**src/common/wg_params.svh**
```systemverilog
// Width, port count, FIFO depth and debounce length macros
`ifndef WG_PARAMS_SVH
`define WG_PARAMS_SVH

// Stream byte width
`define WG_DATA_W 8

// Register word and address widths
`define WG_CSR_DATA_W 16
`define WG_CSR_ADDR_W 3

// Stream inputs into the dpe
`define WG_NUM_IN 3

// Per-input buffering, in beats and in frames
`define WG_BEAT_DEPTH 16
`define WG_ROUTE_DEPTH 4

// Cycles a key must hold before it changes state
`define WG_DEBOUNCE_CYCLES 8

`endif

```
**src/common/dpe_pkg.sv**
```systemverilog
// Stream beat type, frame route type and port index values
`default_nettype none
`include "wg_params.svh"

package dpe_pkg;

   typedef struct packed {
      logic [`WG_DATA_W-1:0] data;   // Payload byte
      logic                  last;   // Final beat of frame
   } beat_t;

   typedef logic [1:0] route_t;      // Frame destination

   //====================
   // Destination codes
   //====================
   localparam route_t PORT_CPU  = 2'd0;
   localparam route_t PORT_ETH1 = 2'd1;
   localparam route_t PORT_ETH2 = 2'd2;
   localparam route_t PORT_DROP = 2'd3;   // Consumed, never forwarded

endpackage

`default_nettype wire

```
**src/common/csr_pkg.sv**
```systemverilog
// Register address map, register word type, control layout and route table type
`default_nettype none
`include "wg_params.svh"

package csr_pkg;

   typedef logic [`WG_CSR_ADDR_W-1:0] csr_addr_t;
   typedef logic [`WG_CSR_DATA_W-1:0] csr_word_t;

   //====================
   // Address map
   //====================
   localparam csr_addr_t ADDR_CTRL     = 3'd0;   // R/W
   localparam csr_addr_t ADDR_ROUTE    = 3'd1;   // R/W
   localparam csr_addr_t ADDR_KEYS     = 3'd2;   // RO, debounced keys
   localparam csr_addr_t ADDR_CNT_CPU  = 3'd3;   // RO frame counters
   localparam csr_addr_t ADDR_CNT_ETH1 = 3'd4;
   localparam csr_addr_t ADDR_CNT_ETH2 = 3'd5;
   localparam csr_addr_t ADDR_CNT_DROP = 3'd6;

   //====================
   // Control fields
   //====================
   localparam int CTRL_ENABLE_BIT = 0;   // Forwarding enable
   localparam int CTRL_LED_LSB    = 1;   // LED value, two bits
   localparam int CTRL_LED_W      = 2;

   // One entry per header class, class taken from header bits 1:0
   typedef dpe_pkg::route_t [3:0] route_table_t;

endpackage

`default_nettype wire

```
**src/stream_fifo.sv**
```systemverilog
// First-word fall-through FIFO with a type parameter for its payload
`default_nettype none

module stream_fifo #(
   parameter type T     = logic [7:0],
   parameter int  DEPTH = 4
) (
   input  logic clk,
   input  logic rst,
   input  logic wr_valid,
   input  T     wr_data,
   output logic wr_ready,
   output logic rd_valid,
   output T     rd_data,
   input  logic rd_ready
);
   localparam int AW = (DEPTH > 1) ? $clog2(DEPTH) : 1;
   localparam int CW = $clog2(DEPTH + 1);

   T                mem [DEPTH];
   logic [AW-1:0]   wr_ptr;
   logic [AW-1:0]   rd_ptr;
   logic [CW-1:0]   count;       // Occupancy
   logic            do_wr;
   logic            do_rd;

   assign wr_ready = (count != CW'(DEPTH));   // Room left
   assign rd_valid = (count != '0);
   assign rd_data  = mem[rd_ptr];             // Head always visible

   assign do_wr = wr_valid && wr_ready;
   assign do_rd = rd_valid && rd_ready;

   always_ff @(posedge clk) begin
      if (do_wr) begin
         mem[wr_ptr] <= wr_data;
      end
   end

   always_ff @(posedge clk) begin
      if (rst) begin
         wr_ptr <= '0;
         rd_ptr <= '0;
         count  <= '0;
      end else begin
         if (do_wr) begin
            wr_ptr <= (wr_ptr == AW'(DEPTH - 1)) ? '0 : wr_ptr + 1'b1;   // Wrap
         end
         if (do_rd) begin
            rd_ptr <= (rd_ptr == AW'(DEPTH - 1)) ? '0 : rd_ptr + 1'b1;
         end
         case ({do_wr, do_rd})
            2'b10:   count <= count + 1'b1;
            2'b01:   count <= count - 1'b1;
            default: count <= count;                // Both or neither
         endcase
      end
   end

endmodule

`default_nettype wire

```
**src/gpio.sv**
```systemverilog
// Key synchronizer and debouncer, registered active-low LED drive
`default_nettype none
`include "wg_params.svh"

module gpio (
   input  logic       clk,
   input  logic       rst,
   input  logic [1:0] key_in,      // Active low pins
   output logic [1:0] key_state,   // Active high, debounced
   input  logic [1:0] led_value,
   output logic [1:0] led          // Active low pins
);
   localparam int CNT_W = $clog2(`WG_DEBOUNCE_CYCLES + 1);

   logic [1:0]       sync_q1;
   logic [1:0]       sync_q2;
   logic [CNT_W-1:0] stable_cnt [2];

   always_ff @(posedge clk) begin
      if (rst) begin
         sync_q1 <= '0;
         sync_q2 <= '0;
         led     <= '1;                  // LEDs off
      end else begin
         sync_q1 <= ~key_in;             // Invert to active high
         sync_q2 <= sync_q1;
         led     <= ~led_value;
      end
   end

   // State follows input once it differs for the full window
   always_ff @(posedge clk) begin
      if (rst) begin
         key_state <= '0;
         for (int k = 0; k < 2; k++) begin
            stable_cnt[k] <= '0;
         end
      end else begin
         for (int k = 0; k < 2; k++) begin
            if (sync_q2[k] == key_state[k]) begin
               stable_cnt[k] <= '0;      // Glitch ended, restart
            end else if (stable_cnt[k] == CNT_W'(`WG_DEBOUNCE_CYCLES - 1)) begin
               key_state[k]  <= sync_q2[k];
               stable_cnt[k] <= '0;
            end else begin
               stable_cnt[k] <= stable_cnt[k] + 1'b1;
            end
         end
      end
   end

endmodule

`default_nettype wire

```
**src/csr/soc_csr.sv**
```systemverilog
// Control, route table, key status and frame counter registers on a strobe bus
`default_nettype none

module soc_csr (
   input  logic                  clk,
   input  logic                  rst,
   input  logic                  csr_we,
   input  logic                  csr_re,
   input  csr_pkg::csr_addr_t    csr_addr,
   input  csr_pkg::csr_word_t    csr_wdata,
   output csr_pkg::csr_word_t    csr_rdata,
   output logic                  csr_rvalid,
   input  logic [1:0]            key_state,
   output logic [1:0]            led_value,
   output logic                  dpe_enable,
   output csr_pkg::route_table_t route_table,
   input  logic                  sent_pulse,
   input  dpe_pkg::route_t       sent_route
);
   localparam int RT_W = $bits(csr_pkg::route_table_t);

   csr_pkg::csr_word_t    ctrl;
   csr_pkg::route_table_t route;
   csr_pkg::csr_word_t    cnt [4];   // One per route code
   csr_pkg::csr_word_t    rd_word;

   //====================
   // Writable registers
   //====================
   always_ff @(posedge clk) begin
      if (rst) begin
         ctrl  <= '0;                   // Disabled, LEDs off
         route <= '0;                   // All classes to CPU
      end else if (csr_we) begin
         case (csr_addr)
            csr_pkg::ADDR_CTRL:  ctrl  <= csr_wdata;
            csr_pkg::ADDR_ROUTE: route <= csr_wdata[RT_W-1:0];
            default:             ;      // Read-only or unused
         endcase
      end
   end

   assign dpe_enable  = ctrl[csr_pkg::CTRL_ENABLE_BIT];
   assign led_value   = ctrl[csr_pkg::CTRL_LED_LSB +: csr_pkg::CTRL_LED_W];
   assign route_table = route;

   // Finished frames per destination, wrapping
   always_ff @(posedge clk) begin
      if (rst) begin
         for (int r = 0; r < 4; r++) begin
            cnt[r] <= '0;
         end
      end else if (sent_pulse) begin
         cnt[sent_route] <= cnt[sent_route] + 1'b1;
      end
   end

   //====================
   // Read path
   //====================
   always_comb begin
      case (csr_addr)
         csr_pkg::ADDR_CTRL:     rd_word = ctrl;
         csr_pkg::ADDR_ROUTE:    rd_word = csr_pkg::csr_word_t'(route);
         csr_pkg::ADDR_KEYS:     rd_word = csr_pkg::csr_word_t'(key_state);
         csr_pkg::ADDR_CNT_CPU:  rd_word = cnt[dpe_pkg::PORT_CPU];
         csr_pkg::ADDR_CNT_ETH1: rd_word = cnt[dpe_pkg::PORT_ETH1];
         csr_pkg::ADDR_CNT_ETH2: rd_word = cnt[dpe_pkg::PORT_ETH2];
         csr_pkg::ADDR_CNT_DROP: rd_word = cnt[dpe_pkg::PORT_DROP];
         default:                rd_word = '0;   // Unmapped
      endcase
   end

   always_ff @(posedge clk) begin
      if (rst) begin
         csr_rvalid <= 1'b0;
      end else begin
         csr_rvalid <= csr_re;          // One cycle after strobe
      end
   end

   always_ff @(posedge clk) begin
      if (csr_re) begin
         csr_rdata <= rd_word;
      end
   end

endmodule

`default_nettype wire

```
**src/dpe/dpe.sv**
```systemverilog
// Data-plane engine with input buffering, route lookup, frame round-robin and output steering
`default_nettype none
`include "wg_params.svh"

module dpe (
   input  logic                  clk,
   input  logic                  rst,
   input  logic [`WG_DATA_W-1:0] cpu_in_data,
   input  logic                  cpu_in_valid,
   input  logic                  cpu_in_last,
   output logic                  cpu_in_ready,
   input  logic [`WG_DATA_W-1:0] eth1_in_data,
   input  logic                  eth1_in_valid,
   input  logic                  eth1_in_last,
   output logic                  eth1_in_ready,
   input  logic [`WG_DATA_W-1:0] eth2_in_data,
   input  logic                  eth2_in_valid,
   input  logic                  eth2_in_last,
   output logic                  eth2_in_ready,
   output logic [`WG_DATA_W-1:0] cpu_out_data,
   output logic                  cpu_out_valid,
   output logic                  cpu_out_last,
   input  logic                  cpu_out_ready,
   output logic [`WG_DATA_W-1:0] eth1_out_data,
   output logic                  eth1_out_valid,
   output logic                  eth1_out_last,
   input  logic                  eth1_out_ready,
   output logic [`WG_DATA_W-1:0] eth2_out_data,
   output logic                  eth2_out_valid,
   output logic                  eth2_out_last,
   input  logic                  eth2_out_ready,
   input  logic                  dpe_enable,
   input  csr_pkg::route_table_t route_table,
   output logic                  sent_pulse,
   output dpe_pkg::route_t       sent_route
);
   localparam int NUM_IN = `WG_NUM_IN;

   logic [`WG_DATA_W-1:0] in_data [NUM_IN];
   logic [NUM_IN-1:0]     in_valid;
   logic [NUM_IN-1:0]     in_last;
   logic                  in_ready [NUM_IN];
   logic [NUM_IN-1:0]     out_ready;          // Indexed by route code

   logic                  beat_wr_ready [NUM_IN];
   logic                  beat_rd_valid [NUM_IN];
   dpe_pkg::beat_t        beat_rd       [NUM_IN];
   logic [NUM_IN-1:0]     beat_rd_ready;
   logic                  route_wr_ready [NUM_IN];
   logic                  route_rd_valid [NUM_IN];
   dpe_pkg::route_t       route_rd       [NUM_IN];
   logic [NUM_IN-1:0]     route_rd_ready;

   logic                  locked;       // Frame in progress
   logic [1:0]            sel;          // Locked input
   logic [1:0]            rr_ptr;       // First input to consider
   dpe_pkg::route_t       cur_route;
   logic                  grant_found;
   logic [1:0]            grant_idx;
   dpe_pkg::beat_t        cur_beat;
   logic                  cur_valid;
   logic                  cur_pop;

   assign in_data   = '{cpu_in_data, eth1_in_data, eth2_in_data};
   assign in_valid  = {eth2_in_valid, eth1_in_valid, cpu_in_valid};
   assign in_last   = {eth2_in_last, eth1_in_last, cpu_in_last};
   assign out_ready = {eth2_out_ready, eth1_out_ready, cpu_out_ready};

   assign cpu_in_ready  = in_ready[0];
   assign eth1_in_ready = in_ready[1];
   assign eth2_in_ready = in_ready[2];

   //====================
   // Input buffering
   //====================
   for (genvar i = 0; i < NUM_IN; i++) begin : g_in
      logic            hdr;        // Next beat opens a frame
      logic            accept;
      dpe_pkg::beat_t  beat_in;
      dpe_pkg::route_t lookup;

      assign in_ready[i] = beat_wr_ready[i] && route_wr_ready[i];
      assign accept      = in_valid[i] && in_ready[i];
      assign beat_in     = '{data: in_data[i], last: in_last[i]};
      assign lookup      = dpe_enable ? route_table[in_data[i][1:0]] : dpe_pkg::PORT_DROP;

      always_ff @(posedge clk) begin
         if (rst) begin
            hdr <= 1'b1;
         end else if (accept) begin
            hdr <= in_last[i];            // Header follows each last
         end
      end

      stream_fifo #(.T(dpe_pkg::beat_t), .DEPTH(`WG_BEAT_DEPTH)) u_beat_fifo (
         .clk      (clk),
         .rst      (rst),
         .wr_valid (accept),
         .wr_data  (beat_in),
         .wr_ready (beat_wr_ready[i]),
         .rd_valid (beat_rd_valid[i]),
         .rd_data  (beat_rd[i]),
         .rd_ready (beat_rd_ready[i])
      );

      stream_fifo #(.T(dpe_pkg::route_t), .DEPTH(`WG_ROUTE_DEPTH)) u_route_fifo (
         .clk      (clk),
         .rst      (rst),
         .wr_valid (accept && hdr),       // Route fixed at header
         .wr_data  (lookup),
         .wr_ready (route_wr_ready[i]),
         .rd_valid (route_rd_valid[i]),
         .rd_data  (route_rd[i]),
         .rd_ready (route_rd_ready[i])
      );
   end

   //====================
   // Frame arbitration
   //====================
   always_comb begin
      int unsigned cand;
      grant_found = 1'b0;
      grant_idx   = '0;
      for (int k = NUM_IN - 1; k >= 0; k--) begin     // Lowest offset wins
         cand = (rr_ptr + k) % NUM_IN;
         if (beat_rd_valid[cand] && route_rd_valid[cand]) begin
            grant_found = 1'b1;
            grant_idx   = 2'(cand);
         end
      end
   end

   assign cur_beat  = beat_rd[sel];
   assign cur_valid = locked && beat_rd_valid[sel];
   assign cur_pop   = cur_valid && (cur_route == dpe_pkg::PORT_DROP || out_ready[cur_route]);

   always_comb begin
      beat_rd_ready  = '0;
      route_rd_ready = '0;
      if (locked) begin
         beat_rd_ready[sel] = cur_pop;
      end else if (grant_found) begin
         route_rd_ready[grant_idx] = 1'b1;   // Route taken at lock
      end
   end

   always_ff @(posedge clk) begin
      if (rst) begin
         locked     <= 1'b0;
         sel        <= '0;
         rr_ptr     <= '0;
         sent_pulse <= 1'b0;
      end else begin
         sent_pulse <= 1'b0;
         if (!locked && grant_found) begin
            locked <= 1'b1;
            sel    <= grant_idx;
         end else if (cur_pop && cur_beat.last) begin
            locked     <= 1'b0;
            rr_ptr     <= (sel == 2'(NUM_IN - 1)) ? '0 : sel + 1'b1;
            sent_pulse <= 1'b1;
         end
      end
   end

   always_ff @(posedge clk) begin
      if (!locked && grant_found) begin
         cur_route <= route_rd[grant_idx];
      end
      if (cur_pop && cur_beat.last) begin
         sent_route <= cur_route;
      end
   end

   //====================
   // Output steering
   //====================
   assign cpu_out_data   = cur_beat.data;
   assign eth1_out_data  = cur_beat.data;
   assign eth2_out_data  = cur_beat.data;
   assign cpu_out_last   = cur_beat.last;
   assign eth1_out_last  = cur_beat.last;
   assign eth2_out_last  = cur_beat.last;
   assign cpu_out_valid  = cur_valid && (cur_route == dpe_pkg::PORT_CPU);
   assign eth1_out_valid = cur_valid && (cur_route == dpe_pkg::PORT_ETH1);
   assign eth2_out_valid = cur_valid && (cur_route == dpe_pkg::PORT_ETH2);

endmodule

`default_nettype wire

```
**src/top.sv**
```systemverilog
// Subsystem top level joining gpio, soc_csr and dpe on one clock
`default_nettype none
`include "wg_params.svh"

module top (
   input  logic                  clk,
   input  logic                  rst,
   input  logic [1:0]            key_in,
   output logic [1:0]            led,
   input  logic                  csr_we,
   input  logic                  csr_re,
   input  csr_pkg::csr_addr_t    csr_addr,
   input  csr_pkg::csr_word_t    csr_wdata,
   output csr_pkg::csr_word_t    csr_rdata,
   output logic                  csr_rvalid,
   input  logic [`WG_DATA_W-1:0] cpu_in_data,
   input  logic                  cpu_in_valid,
   input  logic                  cpu_in_last,
   output logic                  cpu_in_ready,
   input  logic [`WG_DATA_W-1:0] eth1_in_data,
   input  logic                  eth1_in_valid,
   input  logic                  eth1_in_last,
   output logic                  eth1_in_ready,
   input  logic [`WG_DATA_W-1:0] eth2_in_data,
   input  logic                  eth2_in_valid,
   input  logic                  eth2_in_last,
   output logic                  eth2_in_ready,
   output logic [`WG_DATA_W-1:0] cpu_out_data,
   output logic                  cpu_out_valid,
   output logic                  cpu_out_last,
   input  logic                  cpu_out_ready,
   output logic [`WG_DATA_W-1:0] eth1_out_data,
   output logic                  eth1_out_valid,
   output logic                  eth1_out_last,
   input  logic                  eth1_out_ready,
   output logic [`WG_DATA_W-1:0] eth2_out_data,
   output logic                  eth2_out_valid,
   output logic                  eth2_out_last,
   input  logic                  eth2_out_ready
);
   logic [1:0]            key_state;
   logic [1:0]            led_value;
   logic                  dpe_enable;
   csr_pkg::route_table_t route_table;
   logic                  sent_pulse;
   dpe_pkg::route_t       sent_route;

   //====================
   // Keys and LEDs
   //====================
   gpio u_gpio (
      .clk       (clk),
      .rst       (rst),
      .key_in    (key_in),       // Pins
      .key_state (key_state),    // To CSR
      .led_value (led_value),    // From CSR
      .led       (led)           // Pins
   );

   //====================
   // Registers
   //====================
   soc_csr u_soc_csr (
      .clk         (clk),
      .rst         (rst),
      .csr_we      (csr_we),
      .csr_re      (csr_re),
      .csr_addr    (csr_addr),
      .csr_wdata   (csr_wdata),
      .csr_rdata   (csr_rdata),
      .csr_rvalid  (csr_rvalid),
      .key_state   (key_state),
      .led_value   (led_value),
      .dpe_enable  (dpe_enable),
      .route_table (route_table),
      .sent_pulse  (sent_pulse),   // Frame done, from dpe
      .sent_route  (sent_route)
   );

   //====================
   // Data plane
   //====================
   dpe u_dpe (
      .clk            (clk),
      .rst            (rst),
      .cpu_in_data    (cpu_in_data),
      .cpu_in_valid   (cpu_in_valid),
      .cpu_in_last    (cpu_in_last),
      .cpu_in_ready   (cpu_in_ready),
      .eth1_in_data   (eth1_in_data),
      .eth1_in_valid  (eth1_in_valid),
      .eth1_in_last   (eth1_in_last),
      .eth1_in_ready  (eth1_in_ready),
      .eth2_in_data   (eth2_in_data),
      .eth2_in_valid  (eth2_in_valid),
      .eth2_in_last   (eth2_in_last),
      .eth2_in_ready  (eth2_in_ready),
      .cpu_out_data   (cpu_out_data),
      .cpu_out_valid  (cpu_out_valid),
      .cpu_out_last   (cpu_out_last),
      .cpu_out_ready  (cpu_out_ready),
      .eth1_out_data  (eth1_out_data),
      .eth1_out_valid (eth1_out_valid),
      .eth1_out_last  (eth1_out_last),
      .eth1_out_ready (eth1_out_ready),
      .eth2_out_data  (eth2_out_data),
      .eth2_out_valid (eth2_out_valid),
      .eth2_out_last  (eth2_out_last),
      .eth2_out_ready (eth2_out_ready),
      .dpe_enable     (dpe_enable),
      .route_table    (route_table),
      .sent_pulse     (sent_pulse),
      .sent_route     (sent_route)
   );

endmodule

`default_nettype wire

```
**config.mk**
```make
export PLATFORM = sky130hd
export DESIGN_NAME = top
export DESIGN_NICKNAME = d
export VERILOG_FILES = /design/src/common/dpe_pkg.sv /design/src/common/csr_pkg.sv /design/src/stream_fifo.sv /design/src/gpio.sv /design/src/csr/soc_csr.sv /design/src/dpe/dpe.sv /design/src/top.sv
export VERILOG_INCLUDE_DIRS = /design/src /design/src/common
export SDC_FILE = /design/constraint.sdc
export NUM_CORES = 1
export LEC_CHECK = 0
export BUFFER_PORTS_ARGS = -buffer_cell sky130_fd_sc_hd__clkbuf_2
export CORE_UTILIZATION = 65
export DETAILED_ROUTE_END_ITERATION = 7
export PLACE_DENSITY = 0.83
export RECOVER_POWER = 100
export SYNTH_ARGS = -nofsm -noshare
export SYNTH_HDL_FRONTEND = slang
export SYNTH_SLANG_ARGS = --single-unit
```
**constraint.sdc**
```tcl
create_clock -name clk -period 6.6 [get_ports clk]
set_clock_uncertainty 0.05 [all_clocks]
set_input_delay 0 -clock clk [delete_from_list [all_inputs] [get_ports clk]]
set_output_delay 0 -clock clk [all_outputs]
set_load 0.01 [all_outputs]
```
* Word level (Yosys, flattened, before mapping) *
Memories as Yosys holds them, arrays and structs flattened. A register that Yosys moved wholly into a read port is not among the register bits.
Index checks and enable logic that the tools add are counted.

operators by class
  bitwise gates (word level) = 17
  multiplexer cells = 135
  divide/modulo/power cells = 3
  equality and inequality tests = 44
  reductions and logical operators = 57
  add/sub/neg operators = 30
  order comparisons = 13

operator list
  kind                     number
  $pmux W16 S7             1
  $ge A33 B3 Y1 const B    3
  $not A32 Y33             3
  $mux W4                  18
  $mod A32 B2 Y32 const B  2
  $mux W1                  63
  $mux W2                  26
  $logic_and A1 B1 Y1      33
  $add A4 B1 Y4 const B    8
  $mod A2 B2 Y32 const B   1
  $eq A2 B2 Y1 const B     15
  $pmux W5 S2              3
  $eq A4 B4 Y1 const B     6
  $bmux W9 S2              1
  $lt A2 B3 Y1 const B     6
  $mux W9                  2
  $pmux W3 S2              3
  $add A16 B1 Y16 const B  1
  $bmux W1 S2              8
  $bmux W2 S2              4
  $mux W16                 1
  $reduce_or A16 Y1        1
  $add A5 B1 Y5 const B    3
  $ne A5 B5 Y1 const B     3
  other kinds (31)         84

word-level totals
  bits in writable memories = 528
  memories kept = 8
  register bits after elaboration = 122
  output and inout port bits = 52

memories
  memory                          depth  bits a word  read ports  clocked after memory_dff  wr ports  RTL line           source
  u_dpe.g_in[0].u_beat_fifo.mem   16     9            1           1                         1         stream_fifo.sv:20  T mem [DEPTH];
  u_dpe.g_in[1].u_beat_fifo.mem   16     9            1           1                         1         stream_fifo.sv:20
  u_dpe.g_in[2].u_beat_fifo.mem   16     9            1           1                         1         stream_fifo.sv:20
  u_soc_csr.cnt                   4      16           5           1                         4         soc_csr.sv:24      csr_pkg::csr_word_t cnt [4];
  u_dpe.g_in[0].u_route_fifo.mem  4      2            1           1                         1         stream_fifo.sv:20
  u_dpe.g_in[1].u_route_fifo.mem  4      2            1           1                         1         stream_fifo.sv:20
  +2 memories                     -      -            -           -                         -         -

* Longest topological paths before layout *
Gate-level depths: netlist of the first run.

  word-level depth = 19
  gate-level depth with buffers = 14
  mapped depth without buffers = 14

* By module *
From an unflattened synthesis of the first run, not the netlist that was laid out.

second synthesis, totals
  cells, all modules = 1805
  area total of the unflattened synthesis = 29124.2 um2

by module, submodules not included
  module                                         cells an instance  times used  area each (um2)
  stream_fifo at u_dpe.g_in[0].u_beat_fifo ...   318                3           6551.3
  soc_csr                                        434                1           4971.0
  stream_fifo at u_dpe.g_in[0].u_route_fifo ...  63                 3           782.0
  dpe                                            176                1           1520.2
  gpio                                           52                 1           633.1

* Worst setup path after synthesis of the first run *
OpenSTA, ideal clock, no wires.

  kind = register to register
  from = reg u_dpe.g_in[2].u_beat_fifo.count[0]
  to = reg u_dpe.g_in[0].u_route_fifo.count[2]
  data arrival time = 3.108 ns
  required time = 6.480 ns
  clock period less this slack = 3.228 ns
  stages on the path, launching flop included = 12
  path buffers = 0
  setup slack = 3.372 ns
  path through = dfxtp_1 or4_4 o32ai_4 nor4_1 a211o_4 nor4b_4 ha_1 inv_1 fa_1 xor2_1 or3_1 a21oi_1

on the way
  cells in the longest elaborated chain, start to end = 17

RTL lines
  what                                                                RTL line           source
  from (decl)                                                         stream_fifo.sv:23  logic [CW-1:0] count;
  from (signal assigned)                                              stream_fifo.sv:53  2'b10: count <= count + 1'b1;
  from (signal assigned)                                              stream_fifo.sv:54  2'b01: count <= count - 1'b1;
  from (signal assigned)                                              stream_fifo.sv:55  default: count <= count;
  $reduce_bool A5 Y1 (*)                                              stream_fifo.sv:28  assign rd_valid = (count != '0);
  $bmux W1 S2                                                         dpe.sv:127         if (beat_rd_valid[cand] && route_rd_valid[cand]) begin
  $mux W1 (not written as such) (2 in a row)                          dpe.sv:127
  $logic_and A1 B1 Y1                                                 dpe.sv:127
  $mux W2 (3 in a row)                                                dpe.sv:127
  $lt A2 B3 Y1 (not written as such) or $ge A2 B1 Y1 (tied branches)  dpe.sv:144         route_rd_ready[grant_idx] = 1'b1;
  $logic_and A1 B1 Y1 (not written as such)                           dpe.sv:144
  $mux W1 (not written as such)                                       dpe.sv:144
  $demux W1 S2                                                        -
  $mux W3 (*)                                                         dpe.sv:143         end else if (grant_found) begin
  $mux W3 (*)                                                         dpe.sv:141         if (locked) begin
  $logic_and A1 B1 Y1 (*)                                             stream_fifo.sv:32  assign do_rd = rd_valid && rd_ready;
  named net u_dpe.g_in[0].u_route_fifo.do_rd                          stream_fifo.sv:25  logic do_rd;
  $eq A2 B1 Y1 or $eq A2 B2 Y1 (tied branches)                        stream_fifo.sv:52  case ({do_wr, do_rd})
  $pmux W3 S2 or $reduce_bool A2 Y1 (tied branches)                   -
  to (signal assigned)                                                stream_fifo.sv:53
  to (signal assigned)                                                stream_fifo.sv:54
  to (signal assigned)                                                stream_fifo.sv:55
  to (decl)                                                           stream_fifo.sv:23

Mark *: on every way through the listed nets, which the timed path passes. The rest lies on a longest branch. The select of a mux whose other input is x is not followed.
A chain may end at the register's enable or synchronous reset.

==> results of run 1 <==
==> registers in the layout, summed over array words and instances (netlist names), 3 cells and up, named ones only <==
name and count:
u_dpe.g_in.u_beat_fifo.count 15, u_dpe.g_in.u_route_fifo.count 9, u_dpe.g_in.hdr 3, u_dpe.g_in.u_beat_fifo.mem 432, u_dpe.g_in.u_route_fifo.mem 24, u_dpe.g_in.u_beat_fifo.rd_ptr 12, u_soc_csr.ctrl 16, u_gpio.stable_cnt 8
u_soc_csr.csr_rdata 16, u_soc_csr.route_table 8, u_dpe.g_in.u_route_fifo.rd_ptr 6, u_dpe.g_in.u_beat_fifo.wr_ptr 12, u_soc_csr.cnt 64, u_dpe.g_in.u_route_fifo.wr_ptr 6
==> report_power, final <==
| part | internal (mW) | switching [mW] |
|---|---|---|
| Combinational | 0.489 | 0.763 |
| Sequential | 4.73 | 0.143 |
| Clock | 2.16 | 1.59 |
| Total | 7.38 | 2.50 |
==> worst reg2reg max path, cell delays in order, from the launching register on <==
cell and delay [ns]:
dfxtp_1 1.13, clkbuf_1 0.83, mux2_2 0.42, o311ai_0 0.45, nand4_1 0.37, o311ai_0 1.29
inv_1 0.28, nor3_1 0.24
==> cell type report <==
class / instances / share of cell area, %
well taps: 585 / 2.302
repair buffers: 179 / 3.491
multi-input cells: 970 / 27.24
clock buffers: 87 / 5.640
inverters: 68 / 0.8029
clock inverters: 31 / 1.059
flip-flops and latches: 670 / 59.46
==> logic make-up (layout without fill, tap and decap cells) <==
family	after synthesis	after routing	share of synthesized area [%]
fa+ha+maj	58	58	2.721
simple gates	446	446	7.586
other cells	1	8	0.01324
buf+inv	173	365	2.668
compound gates	204	204	4.617
xor+xnor	43	43	1.330
mux	211	211	14.34
flops	670	670	66.73
==> worst paths after layout <==
check,endpoint,slack (ns)
max reg2reg,u_dpe.locked,1.45
min,u_soc_csr.route_table[2],0.07
min reg2reg,u_gpio.sync_q2[1],0.39
max,u_dpe.locked,1.45
==> synthesized netlist by cell type, types with 5 or more instances <==
cell type  instances  area share, %
o21ai_0           20           0.35
mux2i_1           43            1.5
a311oi_1           8           0.25
buf_4             19           0.50
xnor2_1           13           0.40
and4_1             7           0.22
inv_1             65           0.86
a21o_1             8           0.21
buf_2             15           0.27
xor2_1            30           0.93
nand2_1          100            1.3
nand2b_1          24           0.53
and2_1            25           0.55
and3_1            21           0.46
buf_1             13           0.17
o22ai_1           12           0.27
nor2b_1           12           0.27
a22oi_1            5           0.13
nor3_1            24           0.42
ha_1              52            2.3
nor2_1           182            2.4
a31oi_1            6           0.13
a21oi_1           99            1.7
mux2_2            13           0.52
or3_1             14           0.31
clkbuf_1          55           0.73
a221oi_1          15           0.46
edfxtp_1         548             58
dfxtp_1          122            8.6
nand3_1           11           0.19
fa_1               6           0.42
mux4_2           154             12
==> per-stage QoR <==
stage               hold slack, ns  utilization, %  power [mW]  setup slack [ns]
floorplan                  0.01669               -       5.836             3.372
global placement            0.1076           67.98       6.135             2.767
detailed placement          0.1108           67.98       6.190             2.729
CTS                       0.002504           74.36       9.913             2.529
global route                0.1218           73.96       10.17             1.164
finish                     0.07464           73.96       9.881             1.454
==> routing by layer <==
metal,part of all wire [%],up-vias,GRT usage [%]
li1,-,7176,-
met1,37,8326,39.44
met2,51,924,52.59
met3,8.4,169,5.025
met4,2.9,0,10.77
met5,0,-,0
==> summary.txt, run 1 <==
Crit path max fanout = 22
YS warnings = 0
# setup viols final = 0
Starting Density = 65.89%
DR WL/cell = 25.44 um
CTS tree = done
Synth Flop Type = edfxtp_1
Filler cell count = 2576
Syn Area/Cell = 15.68 um2
# IOs = 110
Most frequent cells in the layout = edfxtp_1 (548), nor2_1 (182), mux4_2 (154), dfxtp_1 (118)
GRT overflow = 0
CTS Sinks = 670
Gate Count Post-Synth = 1806
WL final = 65.90 mm
Mapped Area = 0.02832 mm2
Max VDD drop = 0.2219 mV
Resize count post-CTS = 0
DP Cell Count = 2411
1st-iter DRT viols = 1716
Leak = 10.59 nW
Placer Congestion = 0.8678
Setup bufs post-CTS = 0
Sequential share of the synthesized area = 66.73%
Die Y = 210.7 um
RSZ-0062 raised after global routing = no
Arr. time, crit path = 5.59 ns
Area of the multi-input gates = 0.008661 mm2
Fmax = 194.3 MHz
Setup_tns = 0 ns
Post-synthesis register bit count = 670
Core ar. = 0.04298 mm2
Most common library cell in the layout ignoring fill and taps = edfxtp_1
Clk_lat worst skew = 0.60 ns
Worst hold path type = primary input to flop
Row cnt = 76
Final hold violation count = 0
Layout Cells excl Fill = 2590
All-Layer GR Usage = 30.48%
Worst setup SP type = flop
Sequential Area = 0.01890 mm2
CP max stage delay = 1.29 ns
Vias per inst = 6.407
Post-synth EDFFs = 548
Root buf cell = clkbuf_16
Placed Area = 0.02922 mm2
Hold path start = csr_we
Failing checks = max-capacitance violations, max-slew violations
Pre-antenna DRT Iters = 6
Largest net degree at the start of global routing = 68
Cell mode on critical path = o311ai_0
CP Capture Type = flop
Hold path depth = 5
Antenna violations before repair = 0
Fin. max-slew vios = 144
Clock-pin slew on the worst setup and hold paths = 0.06 ns
Vias in the first global route = 17181
Ant diodes = 0
CP cell instances = clkbuf_1 > mux2_2 > o311ai_0 > nand4_1 > o311ai_0 > inv_1 > nor3_1
Input/output buffers = 109
First-pass GRT wire length = 99.69 mm
H-tree Lvls = 3
Async SR Flop Fraction = 0%
Area growth syn-to-layout = 12.25%
Clk buf depth = 3
Status = complete, but fails checks
Post-layout nets = 2071
Slew HR = -97.52%
Max-cap violations = 6
Die area = 0.04441 mm2
Worst EP required = 7.05 ns
Final instance area = 0.03179 mm2
Period Utilization, post-route = 77.97%
Netlist cell types = 69
DR DRC count = 0
Crit-path slowest cell = o311ai_0
Worst r2r path cells = 7
Hold-fix buffers at CTS = 61
Min Tclk post-route = 5.146 ns
Die width = 210.7 um
Fraction of layout cells with a size suffix above 1 = 15.31%
Vias = 16595
Type of the worst setup path = flop to flop
CP Depth = 7
Hpwl dp = 38.97 mm
Antenna viol nets, final = 0
TritonCTS Buffers = 66
Slew @ Worst Pin = 2.963 ns
CP delay by family, top = compound AO/OA/AOI/OAI gates
Buf+Inv Stages, Crit Path = 2
Pwr dens = 310.8 mW/mm2
Note: power is estimated with default switching activity, not from simulation.
==> inputs of run 2 (changes only) <==
Settings changed: CORE_UTILIZATION 65 to 56, PLACE_DENSITY 0.83 to 0.76.
Clock period 6.6 ns to 4.7 ns, I/O delays scaled along.
==> run 2 against run 1 <==
Against the previous run: the run still ends with max-capacitance violations, max-slew violations left; critical path depth decreased by 1; core utilization is 10 points lower; hold slack got worse by 0.051 ns; first-iteration DRC count up 8.5%; clock-buffer cell count up 6; die area rose by 16%; sequential power grew 40%; global-route usage is 5.2 points lower; sequential share of layout area fell by 0.28 points; combinational power increased by 38%; highest routed layer unchanged.
==> summary.txt, run 2 (synthesis gave the netlist of run 1 again) <==
Placer Congestion = 0.8486 (-2.2%)
Max-cap violations = 5 (-1)
CP Capture Type = output port
Slew HR = -30.40% (+67 points)
DR DRC count = 0 (unchanged)
Fin. max-slew vios = 85 (-41%)
DR WL/cell = 23.65 um (-7.0%)
Biggest regs = u_dpe.g_in.u_beat_fifo.mem (432), u_soc_csr.cnt (64), u_dpe.g_in.u_route_fifo.mem (24)
Die Y = 226.9 um (+7.7%)
Worst hold path type = primary input to flop
H-tree Lvls = 3 (unchanged)
Failing checks = max-capacitance violations, max-slew violations
Vias = 16300 (-1.8%)
Final hold violation count = 0 (unchanged)
Fmax = 254.3 MHz
Slew @ Worst Pin = 1.956 ns (-1.007 ns)
Worst hold margin = 0.02356 ns (-0.05108 ns)
Die width = 226.9 um (+7.7%)
Hold-fix buffers at CTS = 51 (-16%)
Starting Density = 56.56% (-9.3 points)
# setup viols final = 0 (unchanged)
1st-iter DRT viols = 1862 (+8.5%)
Largest net degree at the start of global routing = 69 (+1.5%)
Clk_lat worst skew = 0.60 ns (about the same)
Placed Area = 0.02941 mm2 (+0.65%)
Input/output buffers = 109 (unchanged)
Filler cell count = 3545 (+38%)
Min Tclk post-route = 3.932 ns
Post-layout nets = 2071 (unchanged)
Core ar. = 0.05007 mm2 (+16%)
Status = complete, but fails checks
Most frequent cells in the layout = edfxtp_1 (548), nor2_1 (182), mux4_2 (154), dfxtp_1 (119), nand2_1 (100)
First-pass GRT wire length = 96.35 mm (-3.4%)
Leak = 10.59 nW (about the same)
Resize count post-CTS = 0 (unchanged)
Setup_tns = 0 ns (unchanged)
Worst EP required = 4.65 ns (-2.40 ns)
Hpwl dp = 39.10 mm (+0.32%)
TritonCTS Buffers = 67 (+1.5%)
Max VDD drop = 0.2505 mV (+13%)
CTS tree = done
Fraction of layout cells with a size suffix above 1 = 15.85% (+0.54 points)
Vias per inst = 6.084 (-5.0%)
All-Layer GR Usage = 25.32% (-5.2 points)
Final instance area = 0.03194 mm2 (+0.46%)
Clk buf depth = 3 (unchanged)
WL final = 63.37 mm (-3.8%)
GRT overflow = 0 (unchanged)
Most common library cell in the layout ignoring fill and taps = edfxtp_1
Row cnt = 82 (+7.9%)
Crit path max fanout = 26 (+18%)
RSZ-0062 raised after global routing = no
Area growth syn-to-layout = 12.77%
Arr. time, crit path = 3.88 ns (-1.71 ns)
Pwr dens = 436.9 mW/mm2 (+41%)
Clock-pin slew on the worst setup and hold paths = 0.06 ns (about the same)
Max FFs per register = 432 (unchanged)
Antenna viol nets, final = 0 (unchanged)
Vias in the first global route = 16372 (-4.7%)
# IOs = 110 (unchanged)
Antenna violations before repair = 0 (unchanged)
Worst setup SP type = flop
Die area = 0.05148 mm2 (+16%)
Period Utilization, post-route = 83.66%
CTS Sinks = 670 (unchanged)
Root buf cell = clkbuf_16
Type of the worst setup path = flop to output port
Pre-antenna DRT Iters = 5 (-1)
Setup bufs post-CTS = 0 (unchanged)
Largest Register = u_dpe.g_in.u_beat_fifo.mem
-- run 2: cell count changes in the layout (fill, tap and decap cells not counted), sizes merged, moves of 2 or more --
cell,previous run,this run
clkbuf,200,210
clkinvlp,0,2
clkinv,25,21
buf,5,10
dlygate4sd3,61,51
-- run 2: worst max-delay path, stage by stage (launching register included) --
cell and delay [ns]:
dfxtp_2 0.87, clkbuf_1 0.55, mux4_2 0.57, mux4_2 0.53
mux2i_1 0.31, o22ai_1 0.24, clkbuf_1 0.19
-- run 2: final cells by class --
| class | instances | area [um2] | area share [%] |
|---|---|---|---|
| timing repair buffer | 178 | 1077 | 3.373 |
| sequential | 670 | 18900 | 59.19 |
| tap | 672 | 840.8 | 2.633 |
| multi-input combinational | 970 | 8656 | 27.10 |
| clock inverter | 27 | 260.3 | 0.8149 |
| clock buffer | 93 | 1943 | 6.084 |
| antenna | 1 | 2.502 | 0.007835 |
| inverter | 68 | 255.2 | 0.7992 |
-- run 2: routing by layer --
layer  wire length [um]  vias up  GRT usage, %
met5                  0        -             0
met1              25830     8279         34.24
li1                   -     7198             -
met4               1541        0         8.043
met2              31760      705         42.25
met3               4231      118         3.991
-- run 2: report_power, final --
| part | internal, mW | leakage [nW] | switching, mW |
|---|---|---|---|
| logic | 0.690 | 3.48 | 1.03 |
| registers | 6.65 | 6.04 | 0.201 |
| clock network | 3.17 | 1.08 | 2.22 |
-- run 2: final timing paths --
kind                                            from                             endpoint  cells after the start  slack (ns)
setup reg to reg  u_dpe.g_in[0].u_beat_fifo.count[0]  u_dpe.g_in[2].u_route_fifo.count[2]                     11        0.87
setup / recovery                                flop                     eth2_out_data[3]                      6        0.77
hold reg to reg                    u_gpio.sync_q1[1]                    u_gpio.sync_q2[1]                      1        0.40
hold / removal                             key_in[1]                    u_gpio.sync_q1[1]                      3        0.02
-- run 2: per-stage QoR --
stage               instances  power [mW]  worst slack [ns]  util, %
finish                   2679       13.95            0.7681    63.79
global route             2678       14.41            0.5458    63.78
CTS                      2678       14.06            0.9701    64.16
detailed placement       2507       8.695             1.153    58.74
global placement         2507       8.636             1.291    58.74
floorplan                1813       8.195             1.472        -
==> inputs of run 3 (changes only) <==
Settings changed: CORE_UTILIZATION 56 to 62, PLACE_DENSITY 0.76 to 0.8.
Clock period 4.7 ns to 3.95 ns, I/O delays scaled along.
==> run 3 against run 2 <==
Against the previous run: the flow still finishes with violations (max-capacitance violations, max-slew violations); combinational power rose by 23%; critical path depth did not move; power rose by 22%; clock-buffer cell count fell by 5; via count rose by 1.7%; highest routed layer unchanged; largest power group unchanged; non-clock buffer count rose by 23; register-to-register slack got worse by 0.54 ns; clock power rose by 25%.
==> summary.txt, run 3 (synthesis gave the netlist of run 1 again) <==
1st-iter DRT viols = 1672 (-10%)
Post-layout nets = 2095 (+1.2%)
Ant diodes = 0 (-1)
Largest net degree at the start of global routing = 104 (+51%)
Clock-pin slew on the worst setup and hold paths = 0.06 ns (about the same)
Die Y = 215.7 um (-4.9%)
Min Tclk post-route = 3.681 ns
All-Layer GR Usage = 27.95% (+2.6 points)
Register-to-register path setup slack = 0.33 ns (-0.54 ns)
Hpwl dp = 38.84 mm (-0.66%)
Area growth syn-to-layout = 13.55%
Max VDD drop = 0.3888 mV (+55%)
Most frequent cells in the layout = edfxtp_1 (548), nor2_1 (182), mux4_2 (154), dfxtp_1 (119), clkbuf_1 (108)
Tot Pwr = 17.00 mW (+22%)
Setup_tns = 0 ns (unchanged)
Worst hold path type = primary input to flop
Clk_lat worst skew = 0.60 ns (about the same)
# setup viols final = 0 (unchanged)
Worst EP required = 3.90 ns (-0.75 ns)
Leak = 10.75 nW (+1.5%)
Biggest regs = u_dpe.g_in.u_beat_fifo.mem (432), u_soc_csr.cnt (64), u_dpe.g_in.u_route_fifo.mem (24)
WL final = 63.11 mm (-0.41%)
Max FFs per register = 432 (unchanged)
Core ar. = 0.04461 mm2 (-11%)
Worst setup SP type = flop
Vias per inst = 6.313 (+3.8%)
Worst r2r path cells = 11 (unchanged)
Resize count post-CTS = 0 (unchanged)
TritonCTS Buffers = 68 (+1.5%)
H-tree Lvls = 3 (unchanged)
Pwr dens = 528.7 mW/mm2 (+21%)
WHS Endpoint = u_gpio.sync_q1[0]
Row cnt = 77 (-6.1%)
Die width = 215.7 um (-4.9%)
Hold-fix buffers at CTS = 58 (+14%)
Arr. time, crit path = 3.63 ns (-0.25 ns)
Slew HR = -47.50% (-17 points)
Starting Density = 63.49% (+6.9 points)
Layout Cells excl Fill = 2625 (-2.0%)
Input/output buffers = 109 (unchanged)
Status = complete, but fails checks
Die area = 0.04654 mm2 (-9.6%)
Origin of the critical flop-to-flop path = u_dpe.g_in[0].u_beat_fifo.count[0]
CTS Sinks = 670 (unchanged)
Fraction of layout cells with a size suffix above 1 = 16.33% (+0.48 points)
First-pass GRT wire length = 97.37 mm (+1.1%)
Crit path max fanout = 12 (-54%)
Vias in the first global route = 16801 (+2.6%)
DR WL/cell = 24.04 um (+1.6%)
Failing checks = max-capacitance violations, max-slew violations
Placer Congestion = 0.8460 (-0.31%)
Final hold violation count = 0 (unchanged)
Period Utilization, post-route = 93.19%
Clk buf depth = 3 (unchanged)
Antenna violations before repair = 0 (unchanged)
GRT overflow = 0 (unchanged)
Pre-antenna DRT Iters = 5 (unchanged)
DP Cell Count = 2443 (-2.6%)
Fin. max-slew vios = 138 (+62%)
Hold path start = key_in[0]
Fmax = 271.7 MHz
Hold path depth = 3 (unchanged)
Slew @ Worst Pin = 2.213 ns (+0.2566 ns)
Root buf cell = clkbuf_16
DR DRC count = 0 (unchanged)
Largest Register = u_dpe.g_in.u_beat_fifo.mem
RSZ-0062 raised after global routing = no
Most common library cell in the layout ignoring fill and taps = edfxtp_1
CTS tree = done
Vias = 16572 (+1.7%)
Worst hold margin = 0.05422 ns (+0.03066 ns)
Antenna viol nets, final = 0 (unchanged)
# IOs = 110 (unchanged)
CP Capture Type = output port
Type of the worst setup path = flop to output port
Max-cap violations = 2 (-3)
FF-to-FF End = u_dpe.g_in[2].u_route_fifo.count[2]
Setup bufs post-CTS = 0 (unchanged)
-- run 3: final cells by class --
class / count / area [um2]
clock buffer: 88 / 1861
clock inverter: 36 / 486.7
fill: 2722 / 12450
inverter: 68 / 255.2
multi-input combinational: 970 / 8671
sequential: 670 / 18900
tap: 592 / 740.7
timing repair buffer: 201 / 1242
-- run 3: how the worst max path moves through the flow --
stage | end | depth (start not counted) | start
finish | eth2_out_data[5] | 6 | flop
global route | eth1_out_data[5] | 6 | flop
CTS | eth2_out_data[5] | 6 | flop
detailed placement | u_dpe.g_in[0].u_route_fifo.count[2] | 11 | u_dpe.g_in[2].u_beat_fifo.count[0]
global placement | u_dpe.g_in[0].u_route_fifo.count[2] | 11 | u_dpe.g_in[2].u_beat_fifo.count[0]
floorplan | u_dpe.g_in[0].u_route_fifo.count[2] | 11 | u_dpe.g_in[2].u_beat_fifo.count[0]
-- run 3: through the flow --
stage	worst slack [ns]	util (%)	instance area (um2)
after floorplan	0.7220	-	28350
final	0.2691	72.09	32160
after detailed placement	0.4434	65.95	29420
after CTS	0.3443	72.52	32350
after global routing	0.1019	72.09	32160
after global placement	0.5464	65.95	29420
-- run 3: worst max-delay path, stage by stage, from the launching register on --
cell,delay (ns)
dfxtp_2,0.59
clkbuf_2,0.47
mux4_2,0.61
mux4_2,0.54
mux2i_1,0.41
o22ai_1,0.24
clkbuf_1,0.18
-- run 3: report_power, final --
part | internal (mW) | switching, mW | leakage, nW
registers | 7.91 | 0.223 | 6.04
clock network | 4.07 | 2.68 | 1.14
logic | 0.840 | 1.27 | 3.57
total | 12.8 | 4.18 | 10.8
-- run 3: layer usage --
layer / up-vias / GRT usage [%] / wire, um
met5: - / 0 / 0
met4: 0 / 8.889 / 1663
met1: 8373 / 37.91 / 25370
met3: 134 / 5.018 / 4557
li1: 7250 / - / -
met2: 815 / 46.37 / 31510
